### src/logic/snoop_config.svh
// ====================
// cache geometry for the snoop slice
// line is 128 bits and leaves the CD channel as two 64-bit beats
// ways and sets must stay powers of two
// ====================

`ifndef SNOOP_CONFIG_SVH
`define SNOOP_CONFIG_SVH

// associativity
`define SNP_WAYS 4

// sets per way
`define SNP_SETS 16

// cache line in bits
`define SNP_LINE_W 128

// CD channel data width
`define SNP_BEAT_W 64

// snoop address width
`define SNP_ADDR_W 32

`endif

### src/logic/snoop_pkg.sv
// ====================
// types shared by the snoop slice
// address splits into tag, set index and line offset
// acsnoop codes follow the ACE encoding, other codes are unsupported
// ====================

package snoop_pkg;

  `include "snoop_config.svh"

  localparam int unsigned OFFSET_W  = $clog2(`SNP_LINE_W / 8);
  localparam int unsigned INDEX_W   = $clog2(`SNP_SETS);
  localparam int unsigned TAG_W     = `SNP_ADDR_W - INDEX_W - OFFSET_W;
  localparam int unsigned WAY_IDX_W = $clog2(`SNP_WAYS);

  typedef logic [`SNP_ADDR_W-1:0] addr_t;
  typedef logic [INDEX_W-1:0]     index_t;
  typedef logic [TAG_W-1:0]       tag_t;
  typedef logic [`SNP_WAYS-1:0]   way_vec_t;
  typedef logic [WAY_IDX_W-1:0]   way_idx_t;
  typedef logic [`SNP_LINE_W-1:0] line_t;
  typedef logic [`SNP_BEAT_W-1:0] beat_t;

  typedef enum logic [3:0] {
    READ_ONCE     = 4'b0000,
    READ_SHARED   = 4'b0001,
    READ_UNIQUE   = 4'b0111,
    CLEAN_INVALID = 4'b1001
  } acsnoop_e;

  typedef enum logic [2:0] {
    IDLE,
    WAIT_GNT,
    EVAL_FLAGS,
    UPDATE_SHARED,
    INVALIDATE,
    SEND_CR,
    SEND_CD
  } ctrl_state_e;

  typedef struct packed {
    addr_t    addr;
    acsnoop_e snoop;
  } ac_req_t;

  typedef struct packed {
    logic data_transfer;
    logic pass_dirty;
    logic is_shared;
    logic error;
  } cr_resp_t;

  typedef struct packed {
    beat_t data;
    logic  last;
  } cd_beat_t;

  typedef struct packed {
    logic valid;
    logic dirty;
    logic shared;
  } line_flags_t;

  // flags_we writes the flags, data_we writes tag and data together
  typedef struct packed {
    index_t      index;
    logic        we;
    logic        flags_we;
    logic        data_we;
    line_flags_t flags;
    tag_t        tag;
    line_t       data;
  } way_access_t;

  typedef struct packed {
    tag_t        tag;
    line_flags_t flags;
    line_t       data;
  } way_rd_t;

  typedef struct packed {
    logic        valid;
    way_idx_t    way;
    addr_t       addr;
    line_flags_t flags;
    line_t       data;
  } fill_req_t;

  function automatic index_t addr_index(addr_t addr);
    return addr[OFFSET_W +: INDEX_W];
  endfunction

  function automatic tag_t addr_tag(addr_t addr);
    return addr[OFFSET_W + INDEX_W +: TAG_W];
  endfunction

endpackage

### src/logic/cache_way.sv
// ====================
// one way of the cache
// read data shows up one cycle after an enabled read
// only the flags come out of reset
// ====================

`timescale 1ns/1ps

`include "snoop_config.svh"

module cache_way import snoop_pkg::*; (
  input  logic        clk_i,
  input  logic        rst_ni,
  input  logic        en_i,
  input  way_access_t acc_i,
  output way_rd_t     rd_o
);

  line_flags_t flags_q [`SNP_SETS];
  tag_t        tag_q   [`SNP_SETS];
  line_t       data_q  [`SNP_SETS];
  way_rd_t     rd_q;

  logic wr_en;
  logic rd_en;

  assign wr_en = en_i && acc_i.we;
  assign rd_en = en_i && !acc_i.we;

  // flag array
  always_ff @(posedge clk_i or negedge rst_ni) begin
    if (!rst_ni) begin
      for (int i = 0; i < `SNP_SETS; i++) begin
        flags_q[i] <= '0;
      end
    end else if (wr_en && acc_i.flags_we) begin
      flags_q[acc_i.index] <= acc_i.flags;
    end
  end

  // tag and data arrays, written as one class
  always_ff @(posedge clk_i) begin
    if (wr_en && acc_i.data_we) begin
      tag_q[acc_i.index]  <= acc_i.tag;
      data_q[acc_i.index] <= acc_i.data;
    end
  end

  always_ff @(posedge clk_i) begin
    if (rd_en) begin
      rd_q.tag   <= tag_q[acc_i.index];
      rd_q.flags <= flags_q[acc_i.index];
      rd_q.data  <= data_q[acc_i.index];
    end
  end

  assign rd_o = rd_q;

endmodule

### config.mk
export PLATFORM = sky130hd
export DESIGN_NAME = cache_way
export DESIGN_NICKNAME = d
export VERILOG_FILES = /design/src/logic/snoop_pkg.sv /design/src/logic/cache_way.sv
export VERILOG_INCLUDE_DIRS = /design/src /design/src/logic
export SDC_FILE = /design/constraint.sdc
export NUM_CORES = 2
export LEC_CHECK = 0
export BUFFER_PORTS_ARGS = -buffer_cell sky130_fd_sc_hd__buf_2
export CORE_AREA = 4 4 562 508
export CTS_CLUSTER_SIZE = 30
export DETAILED_ROUTE_END_ITERATION = 8
export DIE_AREA = 0 0 566 512
export GPL_TIMING_DRIVEN = 0
export PLACE_DENSITY = 0.5
export SYNTH_ARGS = -nofsm -noshare
export SYNTH_HDL_FRONTEND = slang
export SYNTH_SLANG_ARGS = --single-unit
### constraint.sdc
create_clock -name clk_i -period 3.01 [get_ports clk_i]
set_input_delay 0.4515 -clock clk_i [delete_from_list [all_inputs] [get_ports clk_i]]
set_output_delay 0.4515 -clock clk_i [all_outputs]
set_load 0.03 [all_outputs]
==> flow_summary.yaml <==
clocking:
  postCtsResizedCells: 0
  h-tree-depth: 5
  numCtsBuffers: 291
  clk_latency_ns: 0.84
  cts_tree: "yes"
  clk_root_buffer_cell: "clkbuf_16"
  cts_max_path_buffers: 4
  clk_pin_slew_ns: 0.06
  clkSinkCount: 2635
floorplan:
  die_x_um: 566
  die_y_um: 512
  coreArea_um2: 279000
  rows: 184
  die_area_um2: 289800
  start_util: 0.3497
  io_pins: 320
logic_synthesis:
  synth_top_cells_by_area: "edfxtp_1 (80%), mux4_2 (14%), a22oi_1 (2.4%)"
  synth_area_um2: 97580
  postSynthCellCount: 4033
  avgSynthCellArea_um2: 24.20
  ys_seq_area_frac: 0.8084
  netlist.area_leader.share: 0.7961
  synth_top_area_cell: "edfxtp_1"
  yosys_warnings: 0
  synth_seq_cells: 2635
  synth_nets: 4198
  synth_cell_types: 22
routing:
  drt_iter0_markers: 4599
  drc: 0
  first_pass_iters: 5
  routedWlPerCell_um: 29.28
  vias: 46410
  postRouteAntennaNets: 0
  wirelength_um: 260500
  routed_via_density: 5.215
cells_and_area:
  fillCellCount: 24340
  nNetsFinal: 5111
  syn_to_final_growth_pct: 20.40
  drive_above_1_share: 0.3151
power_and_ir_drop:
  clockPowerShare: 0.428
  seqPwrFrac: 0.523
  cellLeakagePower_nw: 37.64
  switching_share: 0.2157
  p_int_mw: 61.27
  p_comb_frac: 0.049
  ir_drop_mv: 0.3793
  p_switching_mw: 16.85
  powerDensity_nw_per_um2: 664.8
critical_path:
  endpoint_kind: "register"
  critPathKind: "input pin to register"
  crit_fanout: 22
  required_ns: 3.52
  start_kind: "input pin"
  worstPathArrival_ns: 3.28
  worst-r2r-cell-count: 3
placed_design:
  dpl.hpwl_um: 167100
  place_ws_ns: -0.8594
  port_buffers: 317
  gp_congestion: 0.7072
grt:
  grt_first_pass_wirelength_um: 370000
  antenna_found_initial: 60
  grt_use_total: 0.1776
  gr-total-overflow: 0
  grt_max_degree: 49
  grt_pass1_vias: 48230
sta:
  slew-limit-headroom: 0.2006
  period_needed_ns: 2.773
  worst_slack_ns: 0.2366
  slew_viol_final: 0
  fmaxAchievable_mhz: 360.6
  grt_setup_unrepaired: "no"
  clock_skew_ns: 0.05053
  final_hold_viol_count: 0
  tightest_slew_ns: 1.199
  setup_viol: 0
  whs_ns: 0.07516
  fin_crit_sh: 0.9214
outcome:
  status: "finished, final reports clean"
worst_hold_path:
  hp-class: "input pin to register"
  holdPathStages: 2
flow_run:
  cap_viol_max_count: 0
[path summary, 6_finish.rpt]
check | slack [ns] | to | startpoint
hold / removal | 0.08 | rd_o[111] | en_i
max in group asynchronous | 1.83 | flags_q[1] | rst_ni
setup reg to reg | 1.34 | rd_o[12] | data_q[11][12]
setup / recovery | 0.24 | data_q[11][50] | acc_i[159]
hold reg to reg | 0.49 | flags_q[0] | flags_q[0]
min in group asynchronous | 0.47 | flags_q[8] | rst_ni
[final cells by class]
type                       count  area [µm²]  area share
antenna                       13       32.53   0.0002769
buffer                       213        1061    0.009031
clock inverter               139        1026    0.008732
tap                         3720        4654     0.03962
timing repair buffer         620        6259     0.05327
multi-input combinational   1185       17800      0.1515
sequential                  2635       78890      0.6714
clock buffer                 374        7772     0.06615
[power by group through the flow]
| stage | Sequential [mW] | Clock [mW] | Combinational [mW] |
|---|---|---|---|
| 2_1_floorplan | 41.8 | 0 | 1.82 |
| 3_3_place_gp | 41.7 | 0 | 3.58 |
| 3_5_place_dp | 41.7 | 0 | 3.72 |
| 4_1_cts | 40.9 | 34.3 | 3.94 |
| 5_1_grt | 40.9 | 35.8 | 4.14 |
| 6_report | 40.9 | 33.4 | 3.83 |
[routing by layer]
| layer | routed length, µm | part of all wire | GRT usage |
|---|---|---|---|
| met2 | 120800 | 0.46 | 0.2761 |
| met4 | 7097 | 0.027 | 0.04868 |
| met3 | 15690 | 0.060 | 0.03157 |
| met5 | 136 | 0.00052 | 0 |
| met1 | 116800 | 0.45 | 0.2586 |
[cells in the mapped netlist]
library cell  number
and2_1             1
nor2b_1            3
nand2_1          158
mux4_2           620
dfrtp_1           48
nand2b_4           1
buf_1             26
or2_2              1
mux2_1             9
a22oi_1          310
edfxtp_1        2587
and3_1             2
nor2_1            18
nand3b_1           2
clkbuf_1          83
buf_4             20
nand3_1            6
buf_2             77
nor3_1            12
nand2b_1           3
mux2_2            39
buf_6              7
[registers in the layout, summed over array words and instances (netlist names)]
| signal | count |
|---|---|
| data_q | 2048 |
| flags_q | 48 |
| rd_o | 155 |
| tag_q | 384 |
[cell usage in the layout, fill, tap and decap left out, types with 26 or more instances in the layout]
| cell type | n |
|---|---|
| buf_1 | 26 |
| clkbuf_16 | 298 |
| mux4_2 | 620 |
| buf_12 | 117 |
| clkinv_1 | 61 |
| buf_16 | 27 |
| dfrtp_1 | 48 |
| edfxtp_1 | 2587 |
| mux2_2 | 39 |
| a22oi_1 | 310 |
| nand2_1 | 158 |
| buf_2 | 390 |
| dlygate4sd3_1 | 157 |
| clkinv_2 | 43 |
| clkbuf_1 | 152 |
[what timing repair did]
| action | 4_1_cts | 5_1_grt |
|---|---|---|
| hold endpoints to repair | 2504 | 0 |
| endpoints found under the setup margin | 0 | 32 |
| setup buffers | 0 | 2 |
| hold buffers | 157 | 0 |
[per-stage QoR]
stage	power (mW)	util	setup TNS [ns]	instances	area, µm²
after global routing	80.83	0.4210	0	8893	117500
final	78.11	0.4211	0	8899	117500
after CTS	79.15	0.4209	0	8884	117400
after detailed placement	45.38	0.3837	-319.78	8214	107100
after global placement	45.27	0.3727	-	8070	104000
after floorplan	43.63	-	-2422.14	4033	97740
[logic make-up after synthesis]
logic type / count (synthesis) / share of synthesized area
flops: 2635 / 0.8084
buf+inv: 213 / 0.01049
simple gates: 207 / 0.008629
compound gates: 310 / 0.02385
mux: 668 / 0.1486
[critical path: stages]
cell and delay, ns:
buf_8 0.10, buf_6 0.23, buf_6 0.26, buf_6 0.22, nand3_1 0.32, nor2_4 0.65, buf_12 0.27, buf_12 0.22
buf_12 0.21, buf_12 0.21
No activity file was read; power rests on OpenSTA's default activity.
