### src/logic/snoop_config.svh
// ====================
// cache geometry for the snoop slice
// line is 128 bits and leaves the CD channel as two 64-bit beats
// ways and sets must stay powers of two
// ====================

`ifndef SNOOP_CONFIG_SVH
`define SNOOP_CONFIG_SVH

// associativity
`define SNP_WAYS 4

// sets per way
`define SNP_SETS 16

// cache line in bits
`define SNP_LINE_W 128

// CD channel data width
`define SNP_BEAT_W 64

// snoop address width
`define SNP_ADDR_W 32

`endif

### src/logic/snoop_pkg.sv
// ====================
// types shared by the snoop slice
// address splits into tag, set index and line offset
// acsnoop codes follow the ACE encoding, other codes are unsupported
// ====================

package snoop_pkg;

  `include "snoop_config.svh"

  localparam int unsigned OFFSET_W  = $clog2(`SNP_LINE_W / 8);
  localparam int unsigned INDEX_W   = $clog2(`SNP_SETS);
  localparam int unsigned TAG_W     = `SNP_ADDR_W - INDEX_W - OFFSET_W;
  localparam int unsigned WAY_IDX_W = $clog2(`SNP_WAYS);

  typedef logic [`SNP_ADDR_W-1:0] addr_t;
  typedef logic [INDEX_W-1:0]     index_t;
  typedef logic [TAG_W-1:0]       tag_t;
  typedef logic [`SNP_WAYS-1:0]   way_vec_t;
  typedef logic [WAY_IDX_W-1:0]   way_idx_t;
  typedef logic [`SNP_LINE_W-1:0] line_t;
  typedef logic [`SNP_BEAT_W-1:0] beat_t;

  typedef enum logic [3:0] {
    READ_ONCE     = 4'b0000,
    READ_SHARED   = 4'b0001,
    READ_UNIQUE   = 4'b0111,
    CLEAN_INVALID = 4'b1001
  } acsnoop_e;

  typedef enum logic [2:0] {
    IDLE,
    WAIT_GNT,
    EVAL_FLAGS,
    UPDATE_SHARED,
    INVALIDATE,
    SEND_CR,
    SEND_CD
  } ctrl_state_e;

  typedef struct packed {
    addr_t    addr;
    acsnoop_e snoop;
  } ac_req_t;

  typedef struct packed {
    logic data_transfer;
    logic pass_dirty;
    logic is_shared;
    logic error;
  } cr_resp_t;

  typedef struct packed {
    beat_t data;
    logic  last;
  } cd_beat_t;

  typedef struct packed {
    logic valid;
    logic dirty;
    logic shared;
  } line_flags_t;

  // flags_we writes the flags, data_we writes tag and data together
  typedef struct packed {
    index_t      index;
    logic        we;
    logic        flags_we;
    logic        data_we;
    line_flags_t flags;
    tag_t        tag;
    line_t       data;
  } way_access_t;

  typedef struct packed {
    tag_t        tag;
    line_flags_t flags;
    line_t       data;
  } way_rd_t;

  typedef struct packed {
    logic        valid;
    way_idx_t    way;
    addr_t       addr;
    line_flags_t flags;
    line_t       data;
  } fill_req_t;

  function automatic index_t addr_index(addr_t addr);
    return addr[OFFSET_W +: INDEX_W];
  endfunction

  function automatic tag_t addr_tag(addr_t addr);
    return addr[OFFSET_W + INDEX_W +: TAG_W];
  endfunction

endpackage

### src/logic/way_arbiter.sv
// ====================
// fill writes win over snoop accesses
// fill is never stalled, the snoop side just waits
// ====================

`timescale 1ns/1ps

module way_arbiter import snoop_pkg::*; (
  input  logic        clk_i,
  input  logic        rst_ni,
  input  fill_req_t   fill_i,
  input  way_vec_t    req_i,
  input  way_access_t acc_i,
  output logic        gnt_o,
  output way_vec_t    en_o,
  output way_access_t acc_o
);

  way_vec_t fill_sel;

  // decoded way of the fill
  assign fill_sel = way_vec_t'(1) << fill_i.way;

  assign gnt_o = !fill_i.valid && (|req_i);

  always_comb begin
    if (fill_i.valid) begin
      en_o           = fill_sel;
      acc_o.index    = addr_index(fill_i.addr);
      acc_o.we       = 1'b1;
      acc_o.flags_we = 1'b1;
      acc_o.data_we  = 1'b1;
      acc_o.flags    = fill_i.flags;
      acc_o.tag      = addr_tag(fill_i.addr);
      acc_o.data     = fill_i.data;
    end else begin
      en_o  = req_i;
      acc_o = acc_i;
    end
  end

  // snoop writes only ever target the single hit way
  assert property (@(posedge clk_i) disable iff (!rst_ni)
    gnt_o && acc_i.we |-> $onehot(req_i));

endmodule

### config.mk
export PLATFORM = sky130hd
export DESIGN_NAME = way_arbiter
export DESIGN_NICKNAME = d
export VERILOG_FILES = /design/src/logic/snoop_pkg.sv /design/src/logic/way_arbiter.sv
export VERILOG_INCLUDE_DIRS = /design/src /design/src/logic
export SDC_FILE = /design/constraint.sdc
export NUM_CORES = 1
export LEC_CHECK = 0
export ABC_AREA = 1
export BUFFER_PORTS_ARGS = -buffer_cell sky130_fd_sc_hd__buf_2
export CAP_MARGIN = 20
export CORE_AREA = 2 2 196 198
export DETAILED_ROUTE_END_ITERATION = 10
export DIE_AREA = 0 0 198 200
export MAX_ROUTING_LAYER = met4
export PLACE_DENSITY = 0.36
export SYNTH_ARGS = -nofsm -noshare
export SYNTH_HDL_FRONTEND = slang
export SYNTH_SLANG_ARGS = --single-unit
### constraint.sdc
create_clock -name vclk -period 1.4
set_input_delay 0.14 -clock vclk [all_inputs]
set_output_delay 0.14 -clock vclk [all_outputs]
set_load 0.02 [all_outputs]
==> out/results.tsv, run 1 <==
metric	value	unit
Pwr per Cell Area	374.8	nW/um^2
combinational family with the most area after synthesis	simple AND/OR/NAND/NOR gates	
post-route ant nets	0	
post-CTS sizing	0	
Warnings, synthesis	0	
Adder-Cell Fraction of Synth Area	0	
initial antenna violation count	3	
Mapped Cells	534	
Ports	501	
GRT busiest layer	met2	
Placer Congestion	0.8306	
Core Footprint	37400	sq um
Tcrit/Tclk final	0.8823	
Worst EP required	1.26	ns
# port buffers	495	
setup TNS	0	ns
area post-placement	5214	sq um
Crit. Startpoint	fill_i[165]	
post-synthesis mux area share	0	
Fill cells	4449	
Via density	3.226	
fraction of layout cells with a size suffix above 1	0.5109	
leakage dissipation	0.003552	uW
Peak VDD IR	0.0001197	V
Hold Path Class	primary input to primary output	
nets@finish	1346	
Synth Area in Compound Gates	0.002370	
die area	39600	sq um
WL final	17600	microns
postcts setup bufs	0	
register area share after synthesis	0	
status	finished clean	
DR iter-0 viols	116	
number of remaining DRC errors	0	
Fin. Hold Viols	0	
Peak Freq	0.8095	GHz
Slew Limit Fails	0	
drt pass-1 iters	5	
CP Launch Type	primary input	
met3 Use GR	0.007560	
crit path max fanout	79	
worst path arrival time	1.10	ns
sink of the worst hold path	acc_o[155]	
routed length per instance	11.55	microns
Simple-Gate Fraction of Synth Area	0.8839	
DIE WIDTH	198	microns
GR met1 Demand/Resource	0.08118	
Synth Area per Inst	3.955	sq um
Period minus WS final	1.235	ns
CTS Hold Bufs	0	
met2 usage	0.1510	
Unique masters post-synth	11	
vias in the first global route	4315	
measured slew at the worst slew-check pin	0.3813	ns
Tot GR Track Use	0.07755	
Die Y	200	microns
WHS Path Cells	3	
Site Rows	71	
final setup vio count	0	
first-pass GRT wire length	22860	microns
Crit. End Element	primary output	
Reg area	0	sq um
dpl hpwl	15600	microns
synthesis-to-finish area growth	147.2	%
Starting Density	0.05647	
synthesized net count	868	
post-route cell area	5221	sq um
critical path type	primary input to primary output	
cell area after synthesis	2112	sq um
via count	4917	
largest net degree at the start of global routing	80	
RSZ-0062 raised after global routing	false	
seq_cells	0	
max_slew headroom	0.7458	
HP Start	acc_i[155]	
CLK BUF	0	
MaxCap Viol Count	0	
Pwr Total	1957	uW
GR Overflow Total	0	
post-synthesis xor/xnor area fraction	0	
Yosys cell counts:
| master | number | area [sq um] |
|---|---|---|
| clkbuf_1 | 2 | 7.510 |
| a21oi_1 | 1 | 5.000 |
| nor2_1 | 2 | 7.510 |
| inv_1 | 2 | 7.510 |
| buf_2 | 16 | 80.08 |
| buf_6 | 1 | 11.26 |
| or2_2 | 3 | 18.77 |
| buf_4 | 17 | 127.6 |
| inv_4 | 1 | 6.260 |
| nand3_1 | 4 | 20.02 |
| nand2_1 | 485 | 1821 |
how the worst max path moves through the flow:
stage	cells past startpoint	to
floorplan	3	gnt_o
CTS	6	acc_o[112]
detailed placement	6	acc_o[112]
finish	6	acc_o[112]
global route	6	acc_o[92]
global placement	6	acc_o[90]
per-stage QoR:
step                instances  utilization  hold WS [ns]  worst slack, ns
floorplan                 534            -        0.4201           0.4285
global placement         1521       0.1394        0.5803           0.1569
detailed placement       1521       0.1394        0.5819           0.1752
CTS                      1521       0.1394        0.5825           0.1692
global route             1524       0.1396        0.5963          0.09930
finish                   1524       0.1396        0.5802           0.1647
metal layers:
layer,vias up,part of all wire
met1,2044,0.38
met3,20,0.083
met2,326,0.50
met4,0,0.035
met5,-,0
li1,2527,-
layout by cell type (no fill, tap or decap), drive strengths merged:
master  count
or2         3
buf       512
a21oi       1
nand3       4
nand2     485
inv         3
nor2        2
diode       3
critical path, stage by stage:
cell	delay (ns)
buf_6	0.13
inv_6	0.07
buf_12	0.25
nand2_1	0.10
nand2_1	0.12
buf_2	0.18
kinds of logic after synthesis:
logic type | Yosys count
buffers and inverters | 39
and+or+nand+nor | 494
AOI/OAI and AO/OA | 1
report_power, final:
part | switching [uW] | total (uW) | internal, uW | leakage, uW
clock | 0 | 0.000286 | 0.000286 | 0.0000000190
combinational | 1170 | 1960 | 790 | 0.00355
sequential | 0 | 0 | 0 | 0
total | 1170 | 1960 | 790 | 0.00355
final cells by class:
class                           count  area, sq um  area share
Tap cell                          511        639.4      0.1225
Inverter                            3        16.27    0.003115
Timing Repair Buffer              512         2686      0.5145
Antenna cell                        3        7.507    0.001438
Multi-Input combinational cell    495         1872      0.3585
Note: power is estimated with default switching activity, not from simulation.
==> run 2: changes to the inputs <==
MAX_ROUTING_LAYER = unset   (was met4)
==> out/results.tsv, run 2 (synthesized netlist as in run 1, its figures left out) <==
metric	value	unit	change
status	finished clean		
MaxCap Viol Count	0		unchanged
DIE WIDTH	198	microns	unchanged
final worst setup slack	0.1555	ns	-0.009196 ns
via count	4900		-0.35%
post-route ant nets	0		unchanged
Peak Freq	0.8036	GHz	-0.74%
Core Footprint	37400	sq um	unchanged
initial antenna violation count	3		unchanged
Period minus WS final	1.244	ns	+0.009196 ns
nets@finish	1346		unchanged
combinational share of power	1.000		about the same
internal cell power	789.6	uW	about the same
WL final	17630	microns	+0.17%
vias in the first global route	4311		-0.093%
Site Rows	71		unchanged
drt pass-1 iters	5		unchanged
Peak VDD IR	0.0001200	V	+0.23%
CLK BUF	0		unchanged
first-pass GRT wire length	22880	microns	about the same
# port buffers	495		unchanged
Tot GR Track Use	0.07544		-0.002110
P_sw	1168	uW	about the same
Crit. End Element	primary output		
GR Overflow Total	0		unchanged
Ports	501		unchanged
Tcrit/Tclk final	0.8889		+0.006569
synthesis-to-finish area growth	147.1	%	about the same
clock power share	0		unchanged
dpl hpwl	15600	microns	unchanged
Starting Density	0.05647		unchanged
worst path arrival time	1.10	ns	about the same
Worst EP required	1.26	ns	about the same
Fill cells	4448		-0.022%
area post-placement	5214	sq um	unchanged
sequential fraction of design power	0		unchanged
seq_cells	0		unchanged
most common cell after layout, fill and taps aside	buf_2		
Slew Limit Fails	0		unchanged
routed length per instance	11.57	microns	+0.24%
Via density	3.217		-0.28%
post-route cell area	5219	sq um	about the same
Setup Slack @ Placement	0.1752	ns	unchanged
Reg area	0	sq um	unchanged
critical path type	primary input to primary output		
measured slew at the worst slew-check pin	0.3855	ns	+0.004292 ns
die area	39600	sq um	unchanged
final setup vio count	0		unchanged
Fin. Hold Viols	0		unchanged
RSZ-0062 raised after global routing	false		
leakage dissipation	0.003552	uW	about the same
CTS Hold Bufs	0		unchanged
Die Y	200	microns	unchanged
fraction of layout cells with a size suffix above 1	0.5109		unchanged
CP Launch Type	primary input		
Pwr per Cell Area	375.2	nW/um^2	about the same
DR iter-0 viols	111		-4.3%
largest net degree at the start of global routing	80		unchanged
Hold Path Class	primary input to primary output		
switch share	0.5967		about the same
number of remaining DRC errors	0		unchanged
setup TNS	0	ns	unchanged
postcts setup bufs	0		unchanged
Placer Congestion	0.8184		-1.5%
commonest cells after routing, fill and taps aside	buf_2, nand2_1, buf_4		
max_slew headroom	0.7430		-0.002861
post-CTS sizing	0		unchanged
crit path max fanout	79		unchanged
==> run 2: critical path, stage by stage <==
cell and delay [ns]:
buf_6 0.13, inv_6 0.07, buf_12 0.25, nand2_1 0.10, nand2_1 0.13, buf_2 0.18
==> run 2: worst paths after layout <==
kind	start	endpoint	slack, ns	cells after the start
setup / recovery	fill_i[165]	acc_o[112]	0.16	6
hold / removal	acc_i[155]	acc_o[155]	0.58	3
==> run 2: power by group through the flow <==
stage	registers, uW	logic, uW	clock network (uW)
global placement	0	2000	0
CTS	0	1990	0
detailed placement	0	1980	0
global route	0	2150	0.0000955
floorplan	0	996	0
finish	0	1960	0.000191
==> run 2: layout make-up <==
type,instances,area (sq um),area share
tap,511,639.4,0.1225
multi-input combinational,495,1872,0.3587
antenna,2,5.005,0.0009590
inverter,3,16.27,0.003117
timing repair buffer,512,2686,0.5147
==> run 2: per-stage QoR <==
| step | power [uW] | util | std cells | hold slack [ns] |
|---|---|---|---|---|
| final | 1958 | 0.1395 | 1523 | 0.5803 |
| after global routing | 2148 | 0.1395 | 1522 | 0.5963 |
| after CTS | 1990 | 0.1394 | 1521 | 0.5825 |
| after detailed placement | 1980 | 0.1394 | 1521 | 0.5819 |
| after global placement | 1999 | 0.1394 | 1521 | 0.5803 |
| after floorplan | 996.3 | - | 534 | 0.4201 |
==> run 2: metal layers <==
metal | vias to the layer above | wire length [microns] | GRT usage
li1 | 2526 | - | -
met1 | 2029 | 6578 | 0.08057
met2 | 321 | 8868 | 0.1508
met3 | 22 | 1544 | 0.009577
met4 | 2 | 622 | 0.02673
met5 | - | 13 | 0
