[src/logic/snoop_config.svh]
// ====================
// cache geometry for the snoop slice
// line is 128 bits and leaves the CD channel as two 64-bit beats
// ways and sets must stay powers of two
// ====================

`ifndef SNOOP_CONFIG_SVH
`define SNOOP_CONFIG_SVH

// associativity
`define SNP_WAYS 4

// sets per way
`define SNP_SETS 16

// cache line in bits
`define SNP_LINE_W 128

// CD channel data width
`define SNP_BEAT_W 64

// snoop address width
`define SNP_ADDR_W 32

`endif

[src/logic/snoop_pkg.sv]
// ====================
// types shared by the snoop slice
// address splits into tag, set index and line offset
// acsnoop codes follow the ACE encoding, other codes are unsupported
// ====================

package snoop_pkg;

  `include "snoop_config.svh"

  localparam int unsigned OFFSET_W  = $clog2(`SNP_LINE_W / 8);
  localparam int unsigned INDEX_W   = $clog2(`SNP_SETS);
  localparam int unsigned TAG_W     = `SNP_ADDR_W - INDEX_W - OFFSET_W;
  localparam int unsigned WAY_IDX_W = $clog2(`SNP_WAYS);

  typedef logic [`SNP_ADDR_W-1:0] addr_t;
  typedef logic [INDEX_W-1:0]     index_t;
  typedef logic [TAG_W-1:0]       tag_t;
  typedef logic [`SNP_WAYS-1:0]   way_vec_t;
  typedef logic [WAY_IDX_W-1:0]   way_idx_t;
  typedef logic [`SNP_LINE_W-1:0] line_t;
  typedef logic [`SNP_BEAT_W-1:0] beat_t;

  typedef enum logic [3:0] {
    READ_ONCE     = 4'b0000,
    READ_SHARED   = 4'b0001,
    READ_UNIQUE   = 4'b0111,
    CLEAN_INVALID = 4'b1001
  } acsnoop_e;

  typedef enum logic [2:0] {
    IDLE,
    WAIT_GNT,
    EVAL_FLAGS,
    UPDATE_SHARED,
    INVALIDATE,
    SEND_CR,
    SEND_CD
  } ctrl_state_e;

  typedef struct packed {
    addr_t    addr;
    acsnoop_e snoop;
  } ac_req_t;

  typedef struct packed {
    logic data_transfer;
    logic pass_dirty;
    logic is_shared;
    logic error;
  } cr_resp_t;

  typedef struct packed {
    beat_t data;
    logic  last;
  } cd_beat_t;

  typedef struct packed {
    logic valid;
    logic dirty;
    logic shared;
  } line_flags_t;

  // flags_we writes the flags, data_we writes tag and data together
  typedef struct packed {
    index_t      index;
    logic        we;
    logic        flags_we;
    logic        data_we;
    line_flags_t flags;
    tag_t        tag;
    line_t       data;
  } way_access_t;

  typedef struct packed {
    tag_t        tag;
    line_flags_t flags;
    line_t       data;
  } way_rd_t;

  typedef struct packed {
    logic        valid;
    way_idx_t    way;
    addr_t       addr;
    line_flags_t flags;
    line_t       data;
  } fill_req_t;

  function automatic index_t addr_index(addr_t addr);
    return addr[OFFSET_W +: INDEX_W];
  endfunction

  function automatic tag_t addr_tag(addr_t addr);
    return addr[OFFSET_W + INDEX_W +: TAG_W];
  endfunction

endpackage

[src/logic/way_merge.sv]
// ====================
// combines the way read results
// expects at most one hit way
// ====================

`timescale 1ns/1ps

`include "snoop_config.svh"

module way_merge import snoop_pkg::*; (
  input  tag_t     tag_i,
  input  way_rd_t  rd_i [`SNP_WAYS],
  output way_vec_t hit_way_o,
  output logic     dirty_o,
  output logic     shared_o,
  output line_t    line_o
);

  always_comb begin
    hit_way_o = '0;
    dirty_o   = 1'b0;
    shared_o  = 1'b0;
    line_o    = '0;
    for (int w = 0; w < `SNP_WAYS; w++) begin
      hit_way_o[w] = rd_i[w].flags.valid && (rd_i[w].tag == tag_i);
      if (hit_way_o[w]) begin
        dirty_o  = dirty_o | rd_i[w].flags.dirty;
        shared_o = shared_o | rd_i[w].flags.shared;
        line_o   = rd_i[w].data;
      end
    end
  end

endmodule

[config.mk]
export PLATFORM = sky130hd
export DESIGN_NAME = way_merge
export DESIGN_NICKNAME = d
export VERILOG_FILES = /design/src/logic/snoop_pkg.sv /design/src/logic/way_merge.sv
export VERILOG_INCLUDE_DIRS = /design/src /design/src/logic
export SDC_FILE = /design/constraint.sdc
export NUM_CORES = 1
export LEC_CHECK = 0
export BUFFER_PORTS_ARGS = -buffer_cell sky130_fd_sc_hd__buf_2
export CAP_MARGIN = 20
export CORE_AREA = 8 8 300 302
export DETAILED_ROUTE_END_ITERATION = 12
export DIE_AREA = 0 0 308 310
export MAX_ROUTING_LAYER = met4
export PLACE_DENSITY = 0.32
export SLEW_MARGIN = 40
export SYNTH_ARGS = -nofsm -noshare
export SYNTH_HDL_FRONTEND = slang
export SYNTH_SLANG_ARGS = --single-unit
[constraint.sdc]
create_clock -name vclk -period 4.5
set_clock_uncertainty 0.2 [all_clocks]
set_input_delay 0.675 -clock vclk [all_inputs]
set_output_delay 0.675 -clock vclk [all_outputs]
set_load 0.01 [all_outputs]
==> results of run 1 <==
## report_power, final
part,internal (mW),switching [mW]
Combinational,0.272,0.249
Sequential,0,0
Clock,0.000000750,0
Total,0.272,0.249
## layer usage
layer	vias to the layer above	routed length (um)	GRT usage, %
met5	-	0	-
met4	0	978	1.599
met3	40	6319	4.217
met2	612	33960	23.40
met1	5755	31160	17.82
li1	5561	-	-
## cell usage after synthesis, drive strengths merged
cell / n / area share [%]
nand4: 273 / 26
o21ai: 256 / 20
nand2: 132 / 7.6
o211a: 128 / 20
clkbuf: 105 / 6.1
xnor2: 75 / 10
buf: 57 / 5.3
xor2: 21 / 2.8
nor4: 6 / 0.77
nor3: 4 / 0.31
nand3: 3 / 0.23
a221o: 2 / 0.31
a22o: 2 / 0.27
and3: 2 / 0.19
inv: 2 / 0.12
nor2: 2 / 0.12
or4: 1 / 0.17
## cells by family (layout without fill, tap and decap cells)
group,count (synthesis),in the layout
other,0,25
buffers and inverters,164,846
xor gates and xnor gates,96,96
AOI/OAI and AO/OA,388,388
and+or+nand+nor,423,423
## area by class of cell
cell class                 instances  area, um2
antenna                           25      62.56
inverter                           2      12.51
timing repair buffer             844       4652
multi-input combinational        907       5816
fill                           10210      73680
tap                             1155       1445
## through the flow
| stage | power (mW) | util (%) | setup slack, ps | hold slack, ps |
|---|---|---|---|---|
| after floorplan | 0.1368 | - | 1291 | 1273 |
| after global placement | 0.5206 | 13.92 | 391.1 | 1445 |
| after detailed placement | 0.5165 | 13.92 | 446.9 | 1447 |
| after CTS | 0.5210 | 13.92 | 449.8 | 1448 |
| after global routing | 0.5615 | 13.99 | 215.9 | 1466 |
| final | 0.5211 | 13.99 | 345.0 | 1445 |
## worst max-delay path, stage by stage
cell and delay, ps:
buf_2 150, xnor2_1 330, nand4_1 230, nor4_4 370
buf_12 310, buf_12 250, nand4_1 260, o211a_1 300
o21ai_1 160, buf_2 160
## worst min-delay path by stage
| stage | depth (start not counted) | slack, ps | to |
|---|---|---|---|
| CTS | 4 | 1450 | line_o[44] |
| global placement | 4 | 1450 | line_o[29] |
| global route | 4 | 1470 | line_o[44] |
| detailed placement | 4 | 1450 | line_o[110] |
| floorplan | 2 | 1270 | line_o[0] |
| finish | 4 | 1450 | line_o[29] |
==> summary.md, run 1 <==
| Metric | Value |
|---|---|
| Buffers on Ports | 778 |
| Layout Cells excl Fill | 2933 |
| Design area | 11990 um2 |
| Yosys warns | 0 |
| Vias | 11970 |
| PwrDens | 43.47 nW/um2 |
| Fraction of layout cells with a size suffix above 1 | 48.72% |
| Crit Path Category | primary input to output pin |
| Hold-fix buffers at CTS | 0 |
| Post-Synth Simple-Gate Area | 35.63% |
| First-pass GRT wire length | 97.42 mm |
| DRT iter0 DRCs | 945 |
| GPL Wtd Cong | 0.9544 |
| Final setup fails | 0 |
| Max transition margin | 53.41% |
| Mux cell area share after synthesis | 0% |
| DP HPWL | 61.29 mm |
| Largest net degree at the start of global routing | 77 |
| Die area | 95480 um2 |
| Leak | 5.213 nW |
| Slew Limit Fails | 0 |
| Synthesis-to-layout area growth | 84.14% |
| Period utilization | 92.33% |
| Worst Setup EP | line_o[64] |
| Gr ovfl total | 0 |
| Syn Inst Count | 1071 |
| Critical Path AT | 3280 ps |
| Vias per cell | 4.080 |
| Worst setup EP type | output pin |
| Inst Count DP | 2908 |
| Antenna violations before repair | 36 |
| Setup crit start kind | primary input |
| Final min period | 4155 ps |
| I/O Pins | 778 |
| Status | finished, final reports clean |
| Drt pass-1 iters | 7 |
| Hold WC Path Type | primary input to output pin |
| Crit-path max FO | 43 |
| DRC viols | 0 |
| Max IR drop VDD | 0.00003778 V |
| Die height | 310 um |
| Largest family of logic cells by synthesized area | compound AO/OA/AOI/OAI gates |
| Fmax | 240.7 MHz |
| Most frequent cells in the layout | buf_2, nand4_1, nand2_1 |
| Adder-cell area share of the yosys netlist | 0% |
| Cell row count | 108 |
| Leading cell type in the layout, fill and taps excluded | buf_2 |
| Synthesized area | 6510 um2 |
| Nets | 2399 |
| Final Hold Vio Count | 0 |
| Slew of the pin with the lowest slew margin | 698.8 ps |
| Register Area | 0 um2 |
| Gr usage total | 14.26% |
| Post-CTS setup buffer count | 0 |
| Synthesized Nets | 1715 |
| Core region area | 85670 um2 |
| DP Area | 11930 um2 |
| Seq_cells | 0 |
| Post-DR wirelength/cell | 24.69 um |
| Die width | 308 um |
| Hold wc startpoint | rd_i[29] |
| Sequential area share after synthesis | 0% |
| Synth Area in Compound Gates | 39.94% |
| Final ANT Viol Nets | 0 |
| Syn Area/Cell | 6.078 um2 |
| Max-Cap Viols | 0 |
| CP startpoint | tag_i[16] |
| Number of global-route vias before repair | 12490 |
| Worst Path Required | 3620 ps |
| RSZ-0062 raised after global routing | no |
| Yosys cell types | 21 |
| Clkbuf count | 0 |
| Post-Synth XOR/XNOR Area | 12.92% |
| Initial Utilization | 7.599% |
| Setup TNS | 0 ps |
| Final WL | 72.42 mm |
| Post-cts sizing count | 0 |
Note: power is estimated with default switching activity, not from simulation.
==> inputs of run 2 (changes only) <==
==> constraint.sdc (replaced) <==
create_clock -name vclk -period 4.5
set_clock_uncertainty 0.2 [all_clocks]
set_input_delay 0.45 -clock vclk [all_inputs]
set_output_delay 0.45 -clock vclk [all_outputs]
set_load 0.01 [all_outputs]
==> run 2 against run 1 <==
Net effect: via count shrank 1.7%; fmax grew 12%; largest cell class unchanged; final cell count shrank 0.65%; setup slack gained 450 ps; final area shrank 1.7%.
==> summary.md, run 2 (synthesis gave the netlist of run 1 again) <==
| Metric | Value |
|---|---|
| CP startpoint | tag_i[16] (unchanged) |
| PwrDens | 44.14 nW/um2 (was 43.47 nW/um2) |
| Number of global-route vias before repair | 12220 (was 12490) |
| Max-Cap Viols | 0 (unchanged) |
| DRT iter0 DRCs | 873 (was 945) |
| Seq_cells | 0 (unchanged) |
| Core region area | 85670 um2 (unchanged) |
| Inst Count DP | 2877 (was 2908) |
| Crit-path max FO | 92 (was 43) |
| RSZ-0062 raised after global routing | no (unchanged) |
| Final WL | 72.02 mm (was 72.42 mm) |
| Largest net degree at the start of global routing | 93 (was 77) |
| GPL Wtd Cong | 0.9336 (was 0.9544) |
| Hold WC Path Type | primary input to output pin (unchanged) |
| Worst Path Required | 3850 ps (was 3620 ps) |
| Gr usage total | 14.09% (was 14.26%) |
| Post-CTS setup buffer count | 0 (unchanged) |
| Slew of the pin with the lowest slew margin | 677.1 ps (was 698.8 ps) |
| Hold-fix buffers at CTS | 0 (unchanged) |
| Drt pass-1 iters | 5 (was 7) |
| Die area | 95480 um2 (unchanged) |
| Synthesis-to-layout area growth | 81.03% (was 84.14%) |
| Post-cts sizing count | 0 (unchanged) |
| Final setup fails | 0 (unchanged) |
| Setup crit start kind | primary input (unchanged) |
| DP HPWL | 59.65 mm (was 61.29 mm) |
| Final ANT Viol Nets | 0 (unchanged) |
| Layout Cells excl Fill | 2914 (was 2933) |
| Fraction of layout cells with a size suffix above 1 | 47.79% (was 48.72%) |
| I/O Pins | 778 (unchanged) |
| Leak | 5.061 nW (was 5.213 nW) |
| Cell row count | 108 (unchanged) |
| Register Area | 0 um2 (unchanged) |
| Hold endpoint | line_o[58] (was line_o[29]) |
| Sw frac | 47.89% (was 47.78%) |
| Max transition margin | 54.86% (was 53.41%) |
| Status | finished, final reports clean (unchanged) |
| Final Hold Vio Count | 0 (unchanged) |
| Initial Utilization | 7.599% (unchanged) |
| Setup TNS | 0 ps (unchanged) |
| Hold Crit Depth | 4 (unchanged) |
| Critical Path AT | 3060 ps (was 3280 ps) |
| Period utilization | 82.38% (was 92.33%) |
| Crit Path Category | primary input to output pin (unchanged) |
| Filler Cell Count | 10220 (was 10210) |
| Vias per cell | 4.038 (was 4.080) |
| Nets | 2368 (was 2399) |
| Vias | 11770 (was 11970) |
| Max IR drop VDD | 0.00003246 V (was 0.00003778 V) |
| Internal power | 0.2711 mW (was 0.2721 mW) |
| Worst setup EP type | output pin (unchanged) |
| Die height | 310 um (unchanged) |
| Fmax | 269.8 MHz (was 240.7 MHz) |
| DRC viols | 0 (unchanged) |
| Clock power share | 0% (about the same) |
| Final min period | 3707 ps (was 4155 ps) |
| Gr ovfl total | 0 (unchanged) |
| Buffers on Ports | 778 (unchanged) |
| Sequential share of power | 0% (about the same) |
| Leading cell type in the layout, fill and taps excluded | buf_2 (unchanged) |
| Hold wc startpoint | rd_i[58] (was rd_i[29]) |
| P_sw | 0.2492 mW (was 0.2490 mW) |
| Slew Limit Fails | 0 (unchanged) |
| Power share of the combinational group | 100.0% (about the same) |
| Clkbuf count | 0 (unchanged) |
| Die width | 308 um (unchanged) |
| Most frequent cells in the layout | buf_2, nand4_1, nand2_1 (unchanged) |
| Antenna violations before repair | 44 (was 36) |
| Post-DR wirelength/cell | 24.72 um (was 24.69 um) |
| First-pass GRT wire length | 95.75 mm (was 97.42 mm) |
[run 2: cell type report]
cell class | instances | area, um2 | area share, %
tap | 1155 | 1445 | 12.26
inverter | 2 | 12.51 | 0.1062
timing repair buffer | 813 | 4419 | 37.50
antenna | 37 | 92.59 | 0.7856
multi-input combinational | 907 | 5816 | 49.35
[run 2: layer usage]
metal | GRT usage, % | up-vias | wire (um)
li1 | - | 5510 | -
met1 | 16.90 | 5634 | 29990
met2 | 23.47 | 571 | 34160
met3 | 4.421 | 52 | 6491
met4 | 2.383 | 0 | 1378
met5 | - | - | 0
[run 2: how the worst max path moves through the flow]
stage | slack (ps) | cells past startpoint | end
5_1_grt | 670 | 9 | line_o[61]
4_1_cts | 790 | 9 | line_o[45]
3_5_place_dp | 800 | 9 | line_o[45]
6_report | 790 | 9 | line_o[65]
2_1_floorplan | 1740 | 9 | line_o[118]
3_3_place_gp | 780 | 9 | line_o[45]
[run 2: power groups by stage]
stage | Sequential, mW | Combinational [mW] | Clock [mW]
2_1_floorplan | 0 | 0.137 | 0
3_5_place_dp | 0 | 0.517 | 0
5_1_grt | 0 | 0.560 | 0.00000104
6_report | 0 | 0.520 | 0.00000111
4_1_cts | 0 | 0.521 | 0
3_3_place_gp | 0 | 0.523 | 0
[run 2: critical path, stage by stage]
cell,delay [ps]
buf_2,140
xnor2_1,380
nand4_1,160
nor4_1,550
nand2_4,140
buf_12,210
o21ai_0,510
o21ai_1,150
buf_2,170
[run 2: through the flow]
stage	power [mW]	setup WS, ps	hold slack (ps)	util (%)	instance area (um2)
final	0.5202	793.1	996.9	13.76	11790
after global routing	0.5600	669.0	1012	13.75	11780
after CTS	0.5213	791.3	1000	13.65	11690
after detailed placement	0.5171	796.8	999.6	13.65	11690
after global placement	0.5230	782.1	1000	13.65	11690
after floorplan	0.1368	1741	822.6	-	6510
==> inputs of run 3 (changes only) <==
ABC_AREA = 1   (was default)
CORE_AREA = 8 8 294 296   (was 8 8 300 302)
DIE_AREA = 0 0 302 304   (was 0 0 308 310)
PLACE_DENSITY = 0.33   (was 0.32)
clock period = 3.4 ns   (was 4.5 ns; I/O delays follow)
==> run 3 against run 2 <==
Net effect: clock-buffer cell count unchanged; synthesized cell count increased by 38%; critical path type unchanged; total power rose by 15%; non-clock buffer count is 19 higher; critical endpoint is now line_o[9]; utilization rose by 0.73 points; sequential share of layout area unchanged; final cell count up 13%; flip-flop and latch count did not move; hold slack worse by 240 ps; combinational power is 15% higher; routed wire length shrank 11%.
==> summary.md, run 3 <==
| Metric | Value |
|---|---|
| Adder-cell area share of the yosys netlist | 0% (unchanged) |
| Grt met1 use | 15.52% (was 16.90%) |
| Hold Crit Depth | 4 (unchanged) |
| Gr ovfl total | 0 (unchanged) |
| Sequential area share after synthesis | 0% (unchanged) |
| CP most frequent cell | nand2_1 (was buf_2) |
| GPL Wtd Cong | 0.9084 (was 0.9336) |
| Largest family of logic cells by synthesized area | simple AND/OR/NAND/NOR gates (was compound AO/OA/AOI/OAI gates) |
| I/O Pins | 778 (unchanged) |
| Most frequent cells in the layout | buf_2, nand2_1, nor2_1 (was buf_2, nand4_1, nand2_1) |
| Drt pass-1 iters | 5 (unchanged) |
| Status | finished, final reports clean (unchanged) |
| Max-Cap Viols | 0 (unchanged) |
| DP HPWL | 55.48 mm (was 59.65 mm) |
| Die area | 91810 um2 (was 95480 um2) |
| Crit path max-delay cell type | nand3_1 (was nor4_1) |
| Slowest stage delay, CP | 270 ps (was 550 ps) |
| Initial Utilization | 7.910% (was 7.599%) |
| Buffers on Ports | 778 (unchanged) |
| CP bufs+invs | 4 (was 3) |
| Met3 Track Usage GR | 2.446% (was 4.421%) |
| Post-DR wirelength/cell | 19.41 um (was 24.72 um) |
| Critical Path AT | 2470 ps (was 3060 ps) |
| Crit-path max FO | 32 (was 92) |
| Max IR drop VDD | 0.00003614 V (was 0.00003246 V) |
| Layout Cells excl Fill | 3287 (was 2914) |
| Die height | 304 um (was 310 um) |
| Number of global-route vias before repair | 12720 (was 12220) |
| Leak | 6.775 nW (was 5.061 nW) |
| Yosys warns | 0 (unchanged) |
| Final min period | 3014 ps |
| Vias per cell | 3.713 (was 4.038) |
| Period utilization | 88.63% |
| Seq_cells | 0 (unchanged) |
| Post-Synth XOR/XNOR Area | 4.207% (was 12.92%) |
| Final setup fails | 0 (unchanged) |
| Yosys cell types | 26 (was 21) |
| Hold wc startpoint | rd_i[1] (was rd_i[58]) |
| Syn Inst Count | 1474 (was 1071) |
| Hold WC Path Type | primary input to output pin (unchanged) |
| First-pass GRT wire length | 88.00 mm (was 95.75 mm) |
| CP top delay family | simple AND/OR/NAND/NOR gates (unchanged) |
| Synthesis-to-layout area growth | 83.17% (was 81.03%) |
| Setup crit start kind | primary input (unchanged) |
| Clkbuf count | 0 (unchanged) |
| Worst setup EP type | output pin (unchanged) |
| Final ANT Viol Nets | 0 (unchanged) |
| Register Area | 0 um2 (unchanged) |
| Worst Path Required | 2860 ps (was 3850 ps) |
| Fraction of layout cells with a size suffix above 1 | 39.43% (was 47.79%) |
| Cell taking the most area after synthesis | nand2_1 (was nand4_1) |
| GR peak layer | met2 (unchanged) |
| Final WL | 63.79 mm (was 72.02 mm) |
| Mux cell area share after synthesis | 0% (unchanged) |
| Setup TNS | 0 ps (unchanged) |
| Inst Count DP | 3264 (was 2877) |
| Post-CTS setup buffer count | 0 (unchanged) |
| PwrDens | 50.44 nW/um2 (was 44.14 nW/um2) |
| Top post-synthesis cells by count | nand2_1, nor2_1, nand3_1 (was nand4_1, nand2_1, o21ai_1) |
| Largest net degree at the start of global routing | 70 (was 93) |
| Gr usage total | 13.15% (was 14.09%) |
| Post-synth top area share | 38.56% (was 26.23%) |
| Die width | 302 um (was 308 um) |
| GR Util met2 | 22.79% (was 23.47%) |
| Cell Chain, Critical Path | buf_2, xnor2_1, buf_4, nand2_1, nor2_1, nand3_1, nor2_4, buf_12, nand3_1, nand2_1, nand2_1, nand2_1, buf_2 (was buf_2, xnor2_1, nand4_1, nor4_1, nand2_4, buf_12, o21ai_0, o21ai_1, buf_2) |
| Final Hold Vio Count | 0 (unchanged) |
| Crit Path Category | primary input to output pin (unchanged) |
| Synthesized area | 6454 um2 (was 6510 um2) |
| Fmax | 331.8 MHz |
| Vias | 12210 (was 11770) |
| Slew of the pin with the lowest slew margin | 491.3 ps (was 677.1 ps) |
| RSZ-0062 raised after global routing | no (unchanged) |
| DRC viols | 0 (unchanged) |
| Leading cell type in the layout, fill and taps excluded | buf_2 (unchanged) |
| Most common cell in the netlist | nand2_1 (was nand4_1) |
| Syn Area/Cell | 4.378 um2 (was 6.078 um2) |
| Nets | 2840 (was 2368) |
| Antenna violations before repair | 27 (was 44) |
| DRT iter0 DRCs | 738 (was 873) |
| Slew Limit Fails | 0 (unchanged) |
| Hold-fix buffers at CTS | 0 (unchanged) |
| Synthesized Nets | 2118 (was 1715) |
| Max transition margin | 67.25% (was 54.86%) |
| Top cells by area, synth | nand2_1, nand3_1, nor3_1, nor2_1, a21oi_1 (was nand4_1, o211a_1, xnor2_1, o21ai_1, o21ai_0) |
| Core region area | 81580 um2 (was 85670 um2) |
| Synth Area in Compound Gates | 12.58% (was 39.94%) |
| Cell row count | 105 (was 108) |
| Post-cts sizing count | 0 (unchanged) |
| Hold endpoint | line_o[1] (was line_o[58]) |
| Post-Synth Simple-Gate Area | 70.73% (was 35.63%) |
[run 3: changes by cell type after synthesis, moves of 21 or more]
cell      change
nand3_1     +131
xnor2_1      -53
o211a_1     -128
nand4_1     -268
a21oi_1     +128
nor2_1      +169
o21ai_1     -119
clkbuf_1     -94
o21ai_0     -111
buf_2        +27
inv_2        +21
nor3_1      +126
inv_1        +33
nand2_1     +531
[run 3: per-stage QoR]
stage	utilization, %	hold slack (ps)	worst slack [ps]	total power, mW	area [um2]
global route	14.48	774.5	206.8	0.6580	11820
global placement	14.42	763.9	365.0	0.5948	11760
detailed placement	14.42	762.6	404.5	0.5975	11760
floorplan	-	602.9	1330	0.1264	6454
CTS	14.42	764.4	382.3	0.6020	11760
finish	14.49	761.3	386.5	0.5963	11820
[run 3: routing by layer]
metal	wire length (um)	part of all wire (%)
met5	0	0
met4	1422	2.2
met3	4226	6.6
met2	31280	49
met1	26860	42
[run 3: how the worst max path moves through the flow]
stage                     startpoint           to  slack, ps  depth (start not counted)
after global routing        tag_i[9]   line_o[58]        210                         14
after CTS                   tag_i[8]    line_o[9]        380                         13
after global placement      tag_i[8]    line_o[9]        360                         13
final                       tag_i[8]    line_o[9]        390                         13
after floorplan             tag_i[9]  line_o[110]       1330                         13
after detailed placement    tag_i[8]   line_o[16]        400                         13
[run 3: power breakdown]
part / switching, mW / internal, mW
clock: 0 / 0.000000911
combinational: 0.270 / 0.326
sequential: 0 / 0
total: 0.270 / 0.326
[run 3: cells by family after synthesis]
family,count (synthesis)
buffers and inverters,170
xor gates and xnor gates,31
and+or+nand+nor,1113
AOI/OAI and AO/OA,160
[run 3: layout make-up]
cell class,instances,area [um2]
Antenna cell,23,57.56
Inverter,58,220.2
Fill cell,9962,69760
Timing Repair Buffer,832,4537
Tap cell,1070,1339
Multi-Input combinational cell,1304,5668
